==> src/hw/fe_macros.svh <==
// Widths, depths and reset PC of the instruction front end.
// FE_IQ_DEPTH and FE_FQ_DEPTH may be any value of 1 or more.
// The read address bus is 32 bits, so FE_RESET_PC must stay below 4 GiB.
`ifndef FE_MACROS_SVH
`define FE_MACROS_SVH

// A PC and a fetched memory word are both 64 bits wide.
`define FE_PC_W 64
`define FE_FETCH_W 64
// Only 32-bit base instructions are handled, so two fit in each fetched word.
`define FE_INSTR_W 32

// Depth of the decode-side instruction buffer.
`define FE_IQ_DEPTH 4
// Depth of the fetch response buffer, and the limit on reads in flight.
`define FE_FQ_DEPTH 2

`define FE_RESET_PC 64'h8000_0000
`endif

==> src/hw/fe_pkg.sv <==
// Types shared by the front end blocks and the back end interface.
// Opcode values cover the RV64I base set only, with no compressed forms.
`include "fe_macros.svh"

package fe_pkg;

	// A fetch request. The pc may point to the upper half of an aligned word.
	typedef struct packed {
		logic [`FE_PC_W-1:0] pc;
	} fetch_req_t;

	// One memory word returned by a read, tagged with the requested pc.
	typedef struct packed {
		logic [`FE_PC_W-1:0]    pc;
		logic [`FE_FETCH_W-1:0] data;
	} fetch_bundle_t;

	// One instruction waiting for decode.
	typedef struct packed {
		logic [`FE_PC_W-1:0]    pc;
		logic [`FE_INSTR_W-1:0] instr;
	} iq_entry_t;

	typedef struct packed {
		logic                valid;
		logic [`FE_PC_W-1:0] pc;
	} redirect_t;

	typedef enum logic [3:0] {
		op_alu, op_alu_imm, op_load, op_store, op_branch, op_jal,
		op_jalr, op_lui, op_auipc, op_system, op_illegal
	} op_class_e;

	typedef struct packed {
		logic [`FE_PC_W-1:0]    pc;
		logic [`FE_INSTR_W-1:0] instr;
		op_class_e              op;
		logic [4:0]             rd;
		logic [4:0]             rs1;
		logic [4:0]             rs2;
		logic [63:0]            imm;
	} micro_instr_t;

	// Major opcodes, bits 6 to 0 of an instruction.
	localparam logic [6:0] opc_op = 7'b0110011, opc_op_32 = 7'b0111011;
	localparam logic [6:0] opc_op_imm = 7'b0010011, opc_op_imm_32 = 7'b0011011;
	localparam logic [6:0] opc_load = 7'b0000011, opc_store = 7'b0100011;
	localparam logic [6:0] opc_branch = 7'b1100011, opc_jal = 7'b1101111;
	localparam logic [6:0] opc_jalr = 7'b1100111, opc_lui = 7'b0110111;
	localparam logic [6:0] opc_auipc = 7'b0010111, opc_system = 7'b1110011;
	localparam logic [6:0] opc_misc_mem = 7'b0001111;

endpackage

==> src/hw/decoder.sv <==
// Decodes base-ISA instructions into micro-instructions for the back end.
// The output register holds its value while instr_fifo_reject is high.
// Unknown opcodes are passed on as op_illegal, with no trap raised here.
`timescale 1ns/10ps

module decoder
	import fe_pkg::*;
(
	input  logic         CLK,
	input  logic         rst_n,
	input  logic         flush,
	input  logic         iq_valid,
	output logic         iq_ready,
	input  iq_entry_t    iq,
	input  logic         instr_fifo_reject,
	output logic         instr_fifo_push,
	output micro_instr_t decode_micro_instr
);

	logic [31:0] ins;
	logic [63:0] imm_i;
	logic [63:0] imm_s;
	logic [63:0] imm_b;
	logic [63:0] imm_u;
	logic [63:0] imm_j;
	micro_instr_t dec;

	assign ins = iq.instr;

	// All immediates are sign-extended from bit 31.
	assign imm_i = {{52{ins[31]}}, ins[31:20]};
	assign imm_s = {{52{ins[31]}}, ins[31:25], ins[11:7]};
	assign imm_b = {{52{ins[31]}}, ins[7], ins[30:25], ins[11:8], 1'b0};
	assign imm_u = {{32{ins[31]}}, ins[31:12], 12'b0};
	assign imm_j = {{44{ins[31]}}, ins[19:12], ins[20], ins[30:21], 1'b0};

	always_comb begin
		dec.pc = iq.pc;
		dec.instr = ins;
		// Register fields are taken as they stand, whatever the format.
		dec.rd = ins[11:7];
		dec.rs1 = ins[19:15];
		dec.rs2 = ins[24:20];
		dec.imm = '0;
		case (ins[6:0])
			opc_op, opc_op_32: dec.op = op_alu;
			opc_op_imm, opc_op_imm_32: begin
				dec.op = op_alu_imm;
				dec.imm = imm_i;
			end
			opc_load: begin
				dec.op = op_load;
				dec.imm = imm_i;
			end
			opc_store: begin
				dec.op = op_store;
				dec.imm = imm_s;
			end
			opc_branch: begin
				dec.op = op_branch;
				dec.imm = imm_b;
			end
			opc_jal: begin
				dec.op = op_jal;
				dec.imm = imm_j;
			end
			opc_jalr: begin
				dec.op = op_jalr;
				dec.imm = imm_i;
			end
			opc_lui: begin
				dec.op = op_lui;
				dec.imm = imm_u;
			end
			opc_auipc: begin
				dec.op = op_auipc;
				dec.imm = imm_u;
			end
			// Fences go with system instructions and are ordered by the back end.
			opc_system, opc_misc_mem: begin
				dec.op = op_system;
				dec.imm = imm_i;
			end
			default: dec.op = op_illegal;
		endcase
	end

	// The register is free when empty or when its push is taken this cycle.
	assign iq_ready = (~instr_fifo_push | ~instr_fifo_reject) & ~flush;

	always_ff @(posedge CLK) begin
		if (!rst_n || flush) begin
			instr_fifo_push <= 1'b0;
		end else if (iq_ready) begin
			instr_fifo_push <= iq_valid;
		end
	end

	always_ff @(posedge CLK) begin
		if (iq_valid && iq_ready) decode_micro_instr <= dec;
	end

endmodule

==> src/hw/fe_fifo.sv <==
// Synchronous FIFO with a payload of any type.
// No bypass. A write becomes visible at the head one cycle later.
// clear empties the FIFO in one cycle and wins over a write in that cycle.
`timescale 1ns/10ps

module fe_fifo #(
	parameter type T     = logic,
	parameter int  DEPTH = 2
) (
	input  logic CLK,
	input  logic rst_n,
	input  logic clear,
	input  logic in_valid,
	output logic in_ready,
	input  T     in_data,
	output logic out_valid,
	input  logic out_ready,
	output T     out_data
);

	localparam int AW = (DEPTH > 1) ? $clog2(DEPTH) : 1;
	localparam int CW = $clog2(DEPTH + 1);

	T mem [DEPTH];
	logic [AW-1:0] wr_ptr;
	logic [AW-1:0] rd_ptr;
	logic [CW-1:0] count;
	logic push;
	logic pop;

	// Pointers wrap explicitly, so the depth need not be a power of two.
	function automatic logic [AW-1:0] bump(input logic [AW-1:0] p);
		return (p == AW'(DEPTH - 1)) ? '0 : p + 1'b1;
	endfunction

	assign in_ready = (count != CW'(DEPTH));
	assign out_valid = (count != '0);
	assign out_data = mem[rd_ptr];
	assign push = in_valid & in_ready;
	assign pop = out_valid & out_ready;

	always_ff @(posedge CLK) begin
		if (!rst_n || clear) begin
			wr_ptr <= '0;
			rd_ptr <= '0;
			count <= '0;
		end else begin
			if (push) wr_ptr <= bump(wr_ptr);
			if (pop) rd_ptr <= bump(rd_ptr);
			count <= count + CW'(push) - CW'(pop);
		end
	end

	always_ff @(posedge CLK) begin
		if (push) mem[wr_ptr] <= in_data;
	end

endmodule

==> src/hw/fetch_unit.sv <==
// AXI read master of the front end. Every read is a single aligned 8-byte beat.
// Read error responses are not reported. The data is passed on as it is.
// At most FE_FQ_DEPTH reads are in flight, and responses must come back in order.
`timescale 1ns/10ps
`include "fe_macros.svh"

module fetch_unit
	import fe_pkg::*;
(
	input  logic                   CLK,
	input  logic                   rst_n,
	input  logic                   redirected,
	input  logic                   req_valid,
	output logic                   req_ready,
	input  fetch_req_t             req,
	output logic [31:0]            il1_araddr,
	output logic [7:0]             il1_arlen,
	output logic [1:0]             il1_arburst,
	output logic                   il1_arvalid,
	input  logic                   il1_arready,
	input  logic [`FE_FETCH_W-1:0] il1_rdata,
	input  logic [1:0]             il1_rresp,
	input  logic                   il1_rlast,
	input  logic                   il1_rvalid,
	output logic                   il1_rready,
	output logic                   bundle_valid,
	input  logic                   bundle_ready,
	output fetch_bundle_t          bundle
);

	localparam int CW = $clog2(`FE_FQ_DEPTH + 1);

	logic [CW-1:0] count;
	logic [CW-1:0] count_nxt;
	logic [CW-1:0] discard;
	logic req_hs;
	logic r_done;
	logic tag_in_ready;
	logic tag_valid;
	logic buf_in_ready;
	fetch_req_t tag;
	fetch_bundle_t resp;

	assign il1_arlen = 8'd0;
	assign il1_arburst = 2'b01;

	// A new address can be taken while the previous one is being accepted.
	assign req_hs = req_valid & req_ready;
	assign req_ready = (~il1_arvalid | il1_arready) & (count < CW'(`FE_FQ_DEPTH))
		& tag_in_ready;

	// Stale beats are always taken. Live ones wait for room in the buffer.
	assign il1_rready = (count != '0) & ((discard != '0) | buf_in_ready);
	assign r_done = il1_rvalid & il1_rready & il1_rlast;
	assign count_nxt = count + CW'(req_hs) - CW'(r_done);

	assign resp.pc = tag.pc;
	assign resp.data = il1_rdata;

	always_ff @(posedge CLK) begin
		if (!rst_n) begin
			count <= '0;
			discard <= '0;
			il1_arvalid <= 1'b0;
		end else begin
			count <= count_nxt;
			// Every read still owed after a redirect belongs to the old path.
			if (redirected) discard <= count_nxt;
			else if (r_done && discard != '0) discard <= discard - 1'b1;
			if (req_hs) il1_arvalid <= 1'b1;
			else if (il1_arready) il1_arvalid <= 1'b0;
		end
	end

	always_ff @(posedge CLK) begin
		if (req_hs) il1_araddr <= {req.pc[31:3], 3'b000};
	end

	// The requested pc of each live read, in issue order.
	fe_fifo #(.T(fetch_req_t), .DEPTH(`FE_FQ_DEPTH)) tag_fifo_i (
		.CLK(CLK), .rst_n(rst_n), .clear(redirected),
		.in_valid(req_hs), .in_ready(tag_in_ready), .in_data(req),
		.out_valid(tag_valid), .out_ready(r_done & (discard == '0)), .out_data(tag)
	);

	fe_fifo #(.T(fetch_bundle_t), .DEPTH(`FE_FQ_DEPTH)) resp_fifo_i (
		.CLK(CLK), .rst_n(rst_n), .clear(redirected),
		.in_valid(r_done & (discard == '0) & ~redirected & tag_valid),
		.in_ready(buf_in_ready), .in_data(resp),
		.out_valid(bundle_valid), .out_ready(bundle_ready), .out_data(bundle)
	);

endmodule

==> src/hw/front_end.sv <==
// Top level of the instruction front end.
// flush is raised by a privileged redirect or a taken-branch misprediction.
// jalr_valid must come only after the JALR has been pushed to the back end.
`timescale 1ns/10ps
`include "fe_macros.svh"

module front_end
	import fe_pkg::*;
(
	input  logic                   CLK,
	input  logic                   rst_n,
	output logic [31:0]            il1_araddr,
	output logic [7:0]             il1_arlen,
	output logic [1:0]             il1_arburst,
	output logic                   il1_arvalid,
	input  logic                   il1_arready,
	input  logic [`FE_FETCH_W-1:0] il1_rdata,
	input  logic [1:0]             il1_rresp,
	input  logic                   il1_rlast,
	input  logic                   il1_rvalid,
	output logic                   il1_rready,
	input  logic                   privileged_valid,
	input  logic [`FE_PC_W-1:0]    privileged_pc,
	input  logic                   bru_res_valid,
	input  logic                   bru_taken_branch,
	input  logic [`FE_PC_W-1:0]    bru_target,
	input  logic                   jalr_valid,
	input  logic [`FE_PC_W-1:0]    jalr_pc,
	input  logic                   instr_fifo_reject,
	output logic                   instr_fifo_push,
	output micro_instr_t           decode_micro_instr,
	output logic                   flush
);

	redirect_t privileged, mispredict, jump, iq_jal, iq_jalr;
	fetch_req_t req;
	fetch_bundle_t bundle;
	iq_entry_t iq;
	logic redirected, req_valid, req_ready;
	logic bundle_valid, bundle_ready, iq_valid, iq_ready;

	// Branches are predicted not taken, so only a taken one is a misprediction.
	assign privileged = '{valid: privileged_valid, pc: privileged_pc};
	assign mispredict = '{valid: bru_res_valid & bru_taken_branch, pc: bru_target};
	assign flush = privileged.valid | mispredict.valid;

	// JAL and a resolved JALR share the lowest priority. They never coincide,
	// because the queue takes nothing while a JALR is pending.
	assign jump = iq_jal.valid ? iq_jal : iq_jalr;

	pc_gen pc_gen_i (
		.CLK(CLK), .rst_n(rst_n), .privileged(privileged), .mispredict(mispredict),
		.jal_redirect(jump), .redirected(redirected),
		.req_valid(req_valid), .req(req), .req_ready(req_ready)
	);

	fetch_unit fetch_unit_i (
		.CLK(CLK), .rst_n(rst_n), .redirected(redirected),
		.req_valid(req_valid), .req_ready(req_ready), .req(req),
		.il1_araddr(il1_araddr), .il1_arlen(il1_arlen), .il1_arburst(il1_arburst),
		.il1_arvalid(il1_arvalid), .il1_arready(il1_arready), .il1_rdata(il1_rdata),
		.il1_rresp(il1_rresp), .il1_rlast(il1_rlast), .il1_rvalid(il1_rvalid),
		.il1_rready(il1_rready),
		.bundle_valid(bundle_valid), .bundle_ready(bundle_ready), .bundle(bundle)
	);

	// The queue keeps the instructions older than its own jumps, so only
	// a flush clears it.
	instr_queue instr_queue_i (
		.CLK(CLK), .rst_n(rst_n), .redirected(flush),
		.bundle_valid(bundle_valid), .bundle_ready(bundle_ready), .bundle(bundle),
		.jalr_valid(jalr_valid), .jalr_pc(jalr_pc),
		.jal_redirect(iq_jal), .jalr_redirect(iq_jalr),
		.iq_valid(iq_valid), .iq_ready(iq_ready), .iq(iq)
	);

	decoder decoder_i (
		.CLK(CLK), .rst_n(rst_n), .flush(flush),
		.iq_valid(iq_valid), .iq_ready(iq_ready), .iq(iq),
		.instr_fifo_reject(instr_fifo_reject), .instr_fifo_push(instr_fifo_push),
		.decode_micro_instr(decode_micro_instr)
	);

endmodule

==> src/hw/instr_queue.sv <==
// Splits fetched words into 32-bit instructions and buffers them for decode.
// Detects JAL and JALR itself. Conditional branches are predicted not taken.
// redirected clears the buffer, and must only be raised by a flush.
`timescale 1ns/10ps
`include "fe_macros.svh"

module instr_queue
	import fe_pkg::*;
(
	input  logic                CLK,
	input  logic                rst_n,
	input  logic                redirected,
	input  logic                bundle_valid,
	output logic                bundle_ready,
	input  fetch_bundle_t       bundle,
	input  logic                jalr_valid,
	input  logic [`FE_PC_W-1:0] jalr_pc,
	output redirect_t           jal_redirect,
	output redirect_t           jalr_redirect,
	output logic                iq_valid,
	input  logic                iq_ready,
	output iq_entry_t           iq
);

	logic lo_taken;
	logic wait_jalr;
	logic cur_hi;
	logic write;
	logic in_ready;
	logic is_jal;
	logic is_jalr;
	logic [`FE_INSTR_W-1:0] instr;
	logic [63:0] j_imm;
	iq_entry_t entry;

	// The low half is skipped when the bundle starts at an offset of 4.
	assign cur_hi = bundle.pc[2] | lo_taken;
	assign instr = cur_hi ? bundle.data[63:32] : bundle.data[31:0];
	assign entry.pc = {bundle.pc[`FE_PC_W-1:3], cur_hi, 2'b00};
	assign entry.instr = instr;

	assign is_jal = (instr[6:0] == opc_jal);
	assign is_jalr = (instr[6:0] == opc_jalr);

	// One instruction per cycle, none while a JALR target is pending.
	assign write = bundle_valid & in_ready & ~wait_jalr & ~redirected;

	// The bundle is done after its high half, or early after any jump
	// since the rest of it is off the path.
	assign bundle_ready = write & (cur_hi | is_jal | is_jalr);

	assign j_imm = {{44{instr[31]}}, instr[19:12], instr[20], instr[30:21], 1'b0};

	// The JAL itself enters the buffer in the same cycle as its redirect.
	assign jal_redirect.valid = write & is_jal;
	assign jal_redirect.pc = entry.pc + j_imm;

	assign jalr_redirect.valid = wait_jalr & jalr_valid;
	assign jalr_redirect.pc = jalr_pc;

	always_ff @(posedge CLK) begin
		if (!rst_n || redirected) begin
			lo_taken <= 1'b0;
			wait_jalr <= 1'b0;
		end else begin
			if (bundle_ready) lo_taken <= 1'b0;
			else if (write) lo_taken <= 1'b1;
			// Held until the back end has computed the target.
			if (write && is_jalr) wait_jalr <= 1'b1;
			else if (jalr_valid) wait_jalr <= 1'b0;
		end
	end

	fe_fifo #(.T(iq_entry_t), .DEPTH(`FE_IQ_DEPTH)) iq_fifo_i (
		.CLK(CLK), .rst_n(rst_n), .clear(redirected),
		.in_valid(write), .in_ready(in_ready), .in_data(entry),
		.out_valid(iq_valid), .out_ready(iq_ready), .out_data(iq)
	);

endmodule

==> src/hw/pc_gen.sv <==
// Fetch PC generator and redirect arbiter of the front end.
// Redirect inputs are expected to be single-cycle pulses.
// No request is offered in a cycle with a redirect.
`timescale 1ns/10ps
`include "fe_macros.svh"

module pc_gen
	import fe_pkg::*;
(
	input  logic       CLK,
	input  logic       rst_n,
	input  redirect_t  privileged,
	input  redirect_t  mispredict,
	input  redirect_t  jal_redirect,
	output logic       redirected,
	output logic       req_valid,
	output fetch_req_t req,
	input  logic       req_ready
);

	logic [`FE_PC_W-1:0] fetch_pc;
	redirect_t sel;

	// Traps and returns win over a misprediction, which wins over the
	// front end's own jump redirect.
	always_comb begin
		if (privileged.valid) begin
			sel = privileged;
		end else if (mispredict.valid) begin
			sel = mispredict;
		end else begin
			sel = jal_redirect;
		end
	end

	// The datapath drops everything younger than the redirect in this cycle.
	assign redirected = sel.valid;

	// A request made now would use the old PC, so it is held back.
	assign req_valid = ~redirected;
	assign req.pc = fetch_pc;

	always_ff @(posedge CLK) begin
		if (!rst_n) begin
			fetch_pc <= `FE_RESET_PC;
		end else if (redirected) begin
			fetch_pc <= sel.pc;
		end else if (req_valid && req_ready) begin
			// Move on to the next aligned word, whatever offset this one had.
			fetch_pc <= {fetch_pc[`FE_PC_W-1:3] + 1'b1, 3'b000};
		end
	end

endmodule

==> config.mk <==
export PLATFORM = sky130hd
export DESIGN_NAME = front_end
export DESIGN_NICKNAME = d
export VERILOG_FILES = /design/src/hw/fe_pkg.sv /design/src/hw/decoder.sv /design/src/hw/fe_fifo.sv /design/src/hw/fetch_unit.sv /design/src/hw/front_end.sv /design/src/hw/instr_queue.sv /design/src/hw/pc_gen.sv
export VERILOG_INCLUDE_DIRS = /design/src /design/src/hw
export SDC_FILE = /design/constraint.sdc
export NUM_CORES = 1
export LEC_CHECK = 0
export ABC_AREA = 1
export BUFFER_PORTS_ARGS = -buffer_cell sky130_fd_sc_hd__buf_2
export CORE_UTILIZATION = 60
export CTS_BUF_LIST = sky130_fd_sc_hd__clkbuf_4 sky130_fd_sc_hd__clkbuf_8 sky130_fd_sc_hd__clkbuf_16
export CTS_CLUSTER_DIAMETER = 100
export DETAILED_ROUTE_END_ITERATION = 6
export PLACE_DENSITY = 0.81
export SLEW_MARGIN = 5
export SYNTH_ARGS = -nofsm -noshare
export SYNTH_HDL_FRONTEND = slang
export SYNTH_SLANG_ARGS = --single-unit
==> constraint.sdc <==
create_clock -name CLK -period 16.77 [get_ports CLK]
set_input_delay 2.5155 -clock CLK [delete_from_list [all_inputs] [get_ports CLK]]
set_output_delay 2.5155 -clock CLK [all_outputs]
set_load 0.1 [all_outputs]
==> impl_metrics.tcl <==
set metrics [dict create \
    syn_avg_cell_area_sq_um 10.2 \
    rsz0062_at_grt "no" \
    p_per_area_nw_per_um2 106 \
    critical_path_class "in -> reg" \
    postSynthRegisterBits 1000 \
    dpl.hpwl_mm 95.0 \
    synth_area_leaders "edfxtp_1 58%, nand2_1 8.0%, nor2_1 4.3%, dfxtp_1 3.8%, o21ai_0 3.7%" \
    cts_num_sinks 1000 \
    setup_viol 0 \
    dpl_cell_area_sq_um 49600 \
    clock_path_buffers 3 \
    tns_ps 0 \
    final_net_count 5290 \
    cap_violations 0 \
    hold_path.class "reg -> reg" \
    max_freq_ghz 0.144 \
    relSlewSlack 0.0348 \
    start_util 0.606 \
    finalHoldViolCount 0 \
    vias 35500 \
    cp_slowest_cell "buf_4" \
    io_pins 493 \
    clkTransAtPathRegs_ps 60 \
    rows 102 \
    synth-edff-count 911 \
    ir_drop_v 0.000127 \
    crit_chain "buf_2 -> nand2_1 -> inv_2 -> nor2_4 -> inv_2 -> nor4_4 -> nand3_2 -> nand3_4 -> inv_2 -> nand2_1 -> nor2_4 -> buf_4 -> buf_4" \
    synthArstFlopShare 0 \
    slowest_delay_ps 860 \
    viasPerCell 5.82 \
    slew_viol_final 0 \
    critPathCaptureType "register" \
    preCtsSetupSlack_ps 9250 \
    synthCells 4585 \
    final_area_sq_um 52800 \
    drive_above_1_share 0.185 \
    status "finished clean" \
    cp_data_required_time_ps 17030 \
    netlist.area_leader.share 0.584 \
    period_share 0.414 \
    ys_warn_count 0 \
    fp.dieArea_sq_um 79200 \
    clock_latency_ps 700 \
    antenna_found_initial 17 \
    firstDrtPassIters 5 \
    p_leak_nw 20.6 \
    yosysSeqAreaShare 0.622 \
    post-route-drc-count 0 \
    ctsHoldBuffers 0 \
    grt_max_degree 126 \
    syn_to_final_growth_pct 12.8 \
    root_buffer "clkbuf_16" \
    cts_buffers 96 \
    gp_congestion 1.03 \
    drt_wl_total_mm 134 \
    cts_tree "done" \
    ys.flop_type "edfxtp_1" \
    finalWorstSetupSlack_ps 9820 \
    die_height_um 281 \
    cts_resized 0 \
    synth_top_area_cell "edfxtp_1" \
    skew_ps 63.4 \
    drtAntennaViolNets 0 \
    cp_max_fo 82 \
    synth_cell_types 68 \
    die_w_um 281 \
    wl_per_cell_um 22.0 \
    post_cts_buffers 0 \
    syn-cell-area_sq_um 46800 \
    first_global_vias 33000 \
    critPathArrivalTime_ps 7210 \
    overflow 0 \
    period_minus_slack_ps 6950 \
    tightestPinTransition_ps 1430 \
    portBuffers 469 \
    first_iter_violations 4224 \
    ys_top_cells_by_count "1001 x nand2_1, 911 x edfxtp_1, 534 x nor2_1, 386 x inv_1, 346 x o21ai_0" \
    grt_util_all_layers 0.333 \
    grt_pass1_wl_mm 195 \
    htreeDepth 3 \
    worst_setup_path_start_kind "input pin" \
    yosysMostFrequentCell "nand2_1" \
    crit_path_frequent_cell "inv_2" \
    nFillCells 5687 \
    core_sq_um 77300 \
]
-- layout by cell type (no fill, tap or decap), types with 39 or more instances in the layout --
master,netlist,routed
a21oi_1,180,180
buf_2,25,469
clkbuf_16,0,96
dfxtp_1,89,85
edfxtp_1,911,911
ha_1,60,60
inv_1,386,384
inv_2,52,53
mux2_2,62,62
nand2_1,1001,1001
nand3_1,165,165
nand4_1,39,39
nor2_1,534,526
nor3_1,41,41
o21ai_0,346,346
o22ai_1,77,77
-- per-layer routing --
metal  up-vias  track usage  share of wire  wire length, um
li1      16400            -              -                -
met1     17000        0.466           0.40            53700
met2      1865        0.526           0.46            62200
met3       266       0.0440          0.094            12600
met4         2        0.145          0.041             5440
met5         -            0       0.000090               12
-- final cells by class --
type / instances / area [sq um] / area share
inverters: 440 / 1660 / 0.0313
repair buffers: 500 / 2590 / 0.0491
well taps: 1040 / 1300 / 0.0246
flip-flops and latches: 1000 / 29100 / 0.552
clock inverters: 63 / 643 / 0.0122
diodes: 15 / 37.5 / 0.000710
multi-input cells: 2922 / 14900 / 0.282
clock buffers: 117 / 2580 / 0.0488
-- worst paths after layout --
check | slack [ps] | depth (start not counted) | startpoint | to
min reg2reg | 470 | 2 | instr_queue_i.iq_fifo_i.rd_ptr[1] | register
max | 9820 | 13 | bru_res_valid | fetch_unit_i.resp_fifo_i.mem[0][107]
min | 470 | 2 | instr_queue_i.iq_fifo_i.rd_ptr[1] | register
max reg2reg | 10440 | 14 | register | fetch_unit_i.resp_fifo_i.mem[0][107]
-- state kept, by name, summed over array words and instances (netlist names), 2 cells and up, named ones only --
signal,flops
instr_queue_i.iq_fifo_i.mem,376
fetch_unit_i.resp_fifo_i.mem,252
decoder_i.decode_micro_instr,130
fetch_unit_i.tag_fifo_i.mem,124
pc_gen_i.req,62
fetch_unit_i.il1_araddr,29
instr_queue_i.iq_fifo_i.count,3
fetch_unit_i.count,2
fetch_unit_i.discard,2
fetch_unit_i.resp_fifo_i.count,2
fetch_unit_i.tag_fifo_i.count,2
instr_queue_i.iq_fifo_i.rd_ptr,2
instr_queue_i.iq_fifo_i.wr_ptr,2
-- worst max-delay path, delay by kind of cell --
kind	cells	cell delay, ps
buffers and inverters	6	2630
AND/OR/NAND/NOR	7	1910
-- metrics by stage --
step / utilization / instances / hold slack [ps] / total power, mW
CTS: 0.683 / 6082 / 478 / 5.58
global placement: 0.641 / 5902 / 465 / 3.42
floorplan: - / 4598 / 426 / 3.27
global route: 0.683 / 6094 / 504 / 5.73
detailed placement: 0.641 / 5902 / 477 / 3.43
finish: 0.683 / 6097 / 467 / 5.58
-- kinds of logic after synthesis --
logic type	synth area share
mux	0.0187
simple gates	0.174
compound gates	0.0939
fa+ha+maj	0.0169
xor+xnor	0.0116
other cells	0.000160
buf+inv	0.0627
flops	0.622
-- report_power, final --
| part | leakage (nW) | switching [mW] | internal, mW | total, mW |
|---|---|---|---|---|
| combinational | 10.0 | 0.365 | 0.125 | 0.490 |
| clock | 1.59 | 0.946 | 1.23 | 2.18 |
| sequential | 9.01 | 0.0828 | 2.82 | 2.91 |
| total | 20.6 | 1.39 | 4.18 | 5.58 |
(Power assumes the default switching activity.)
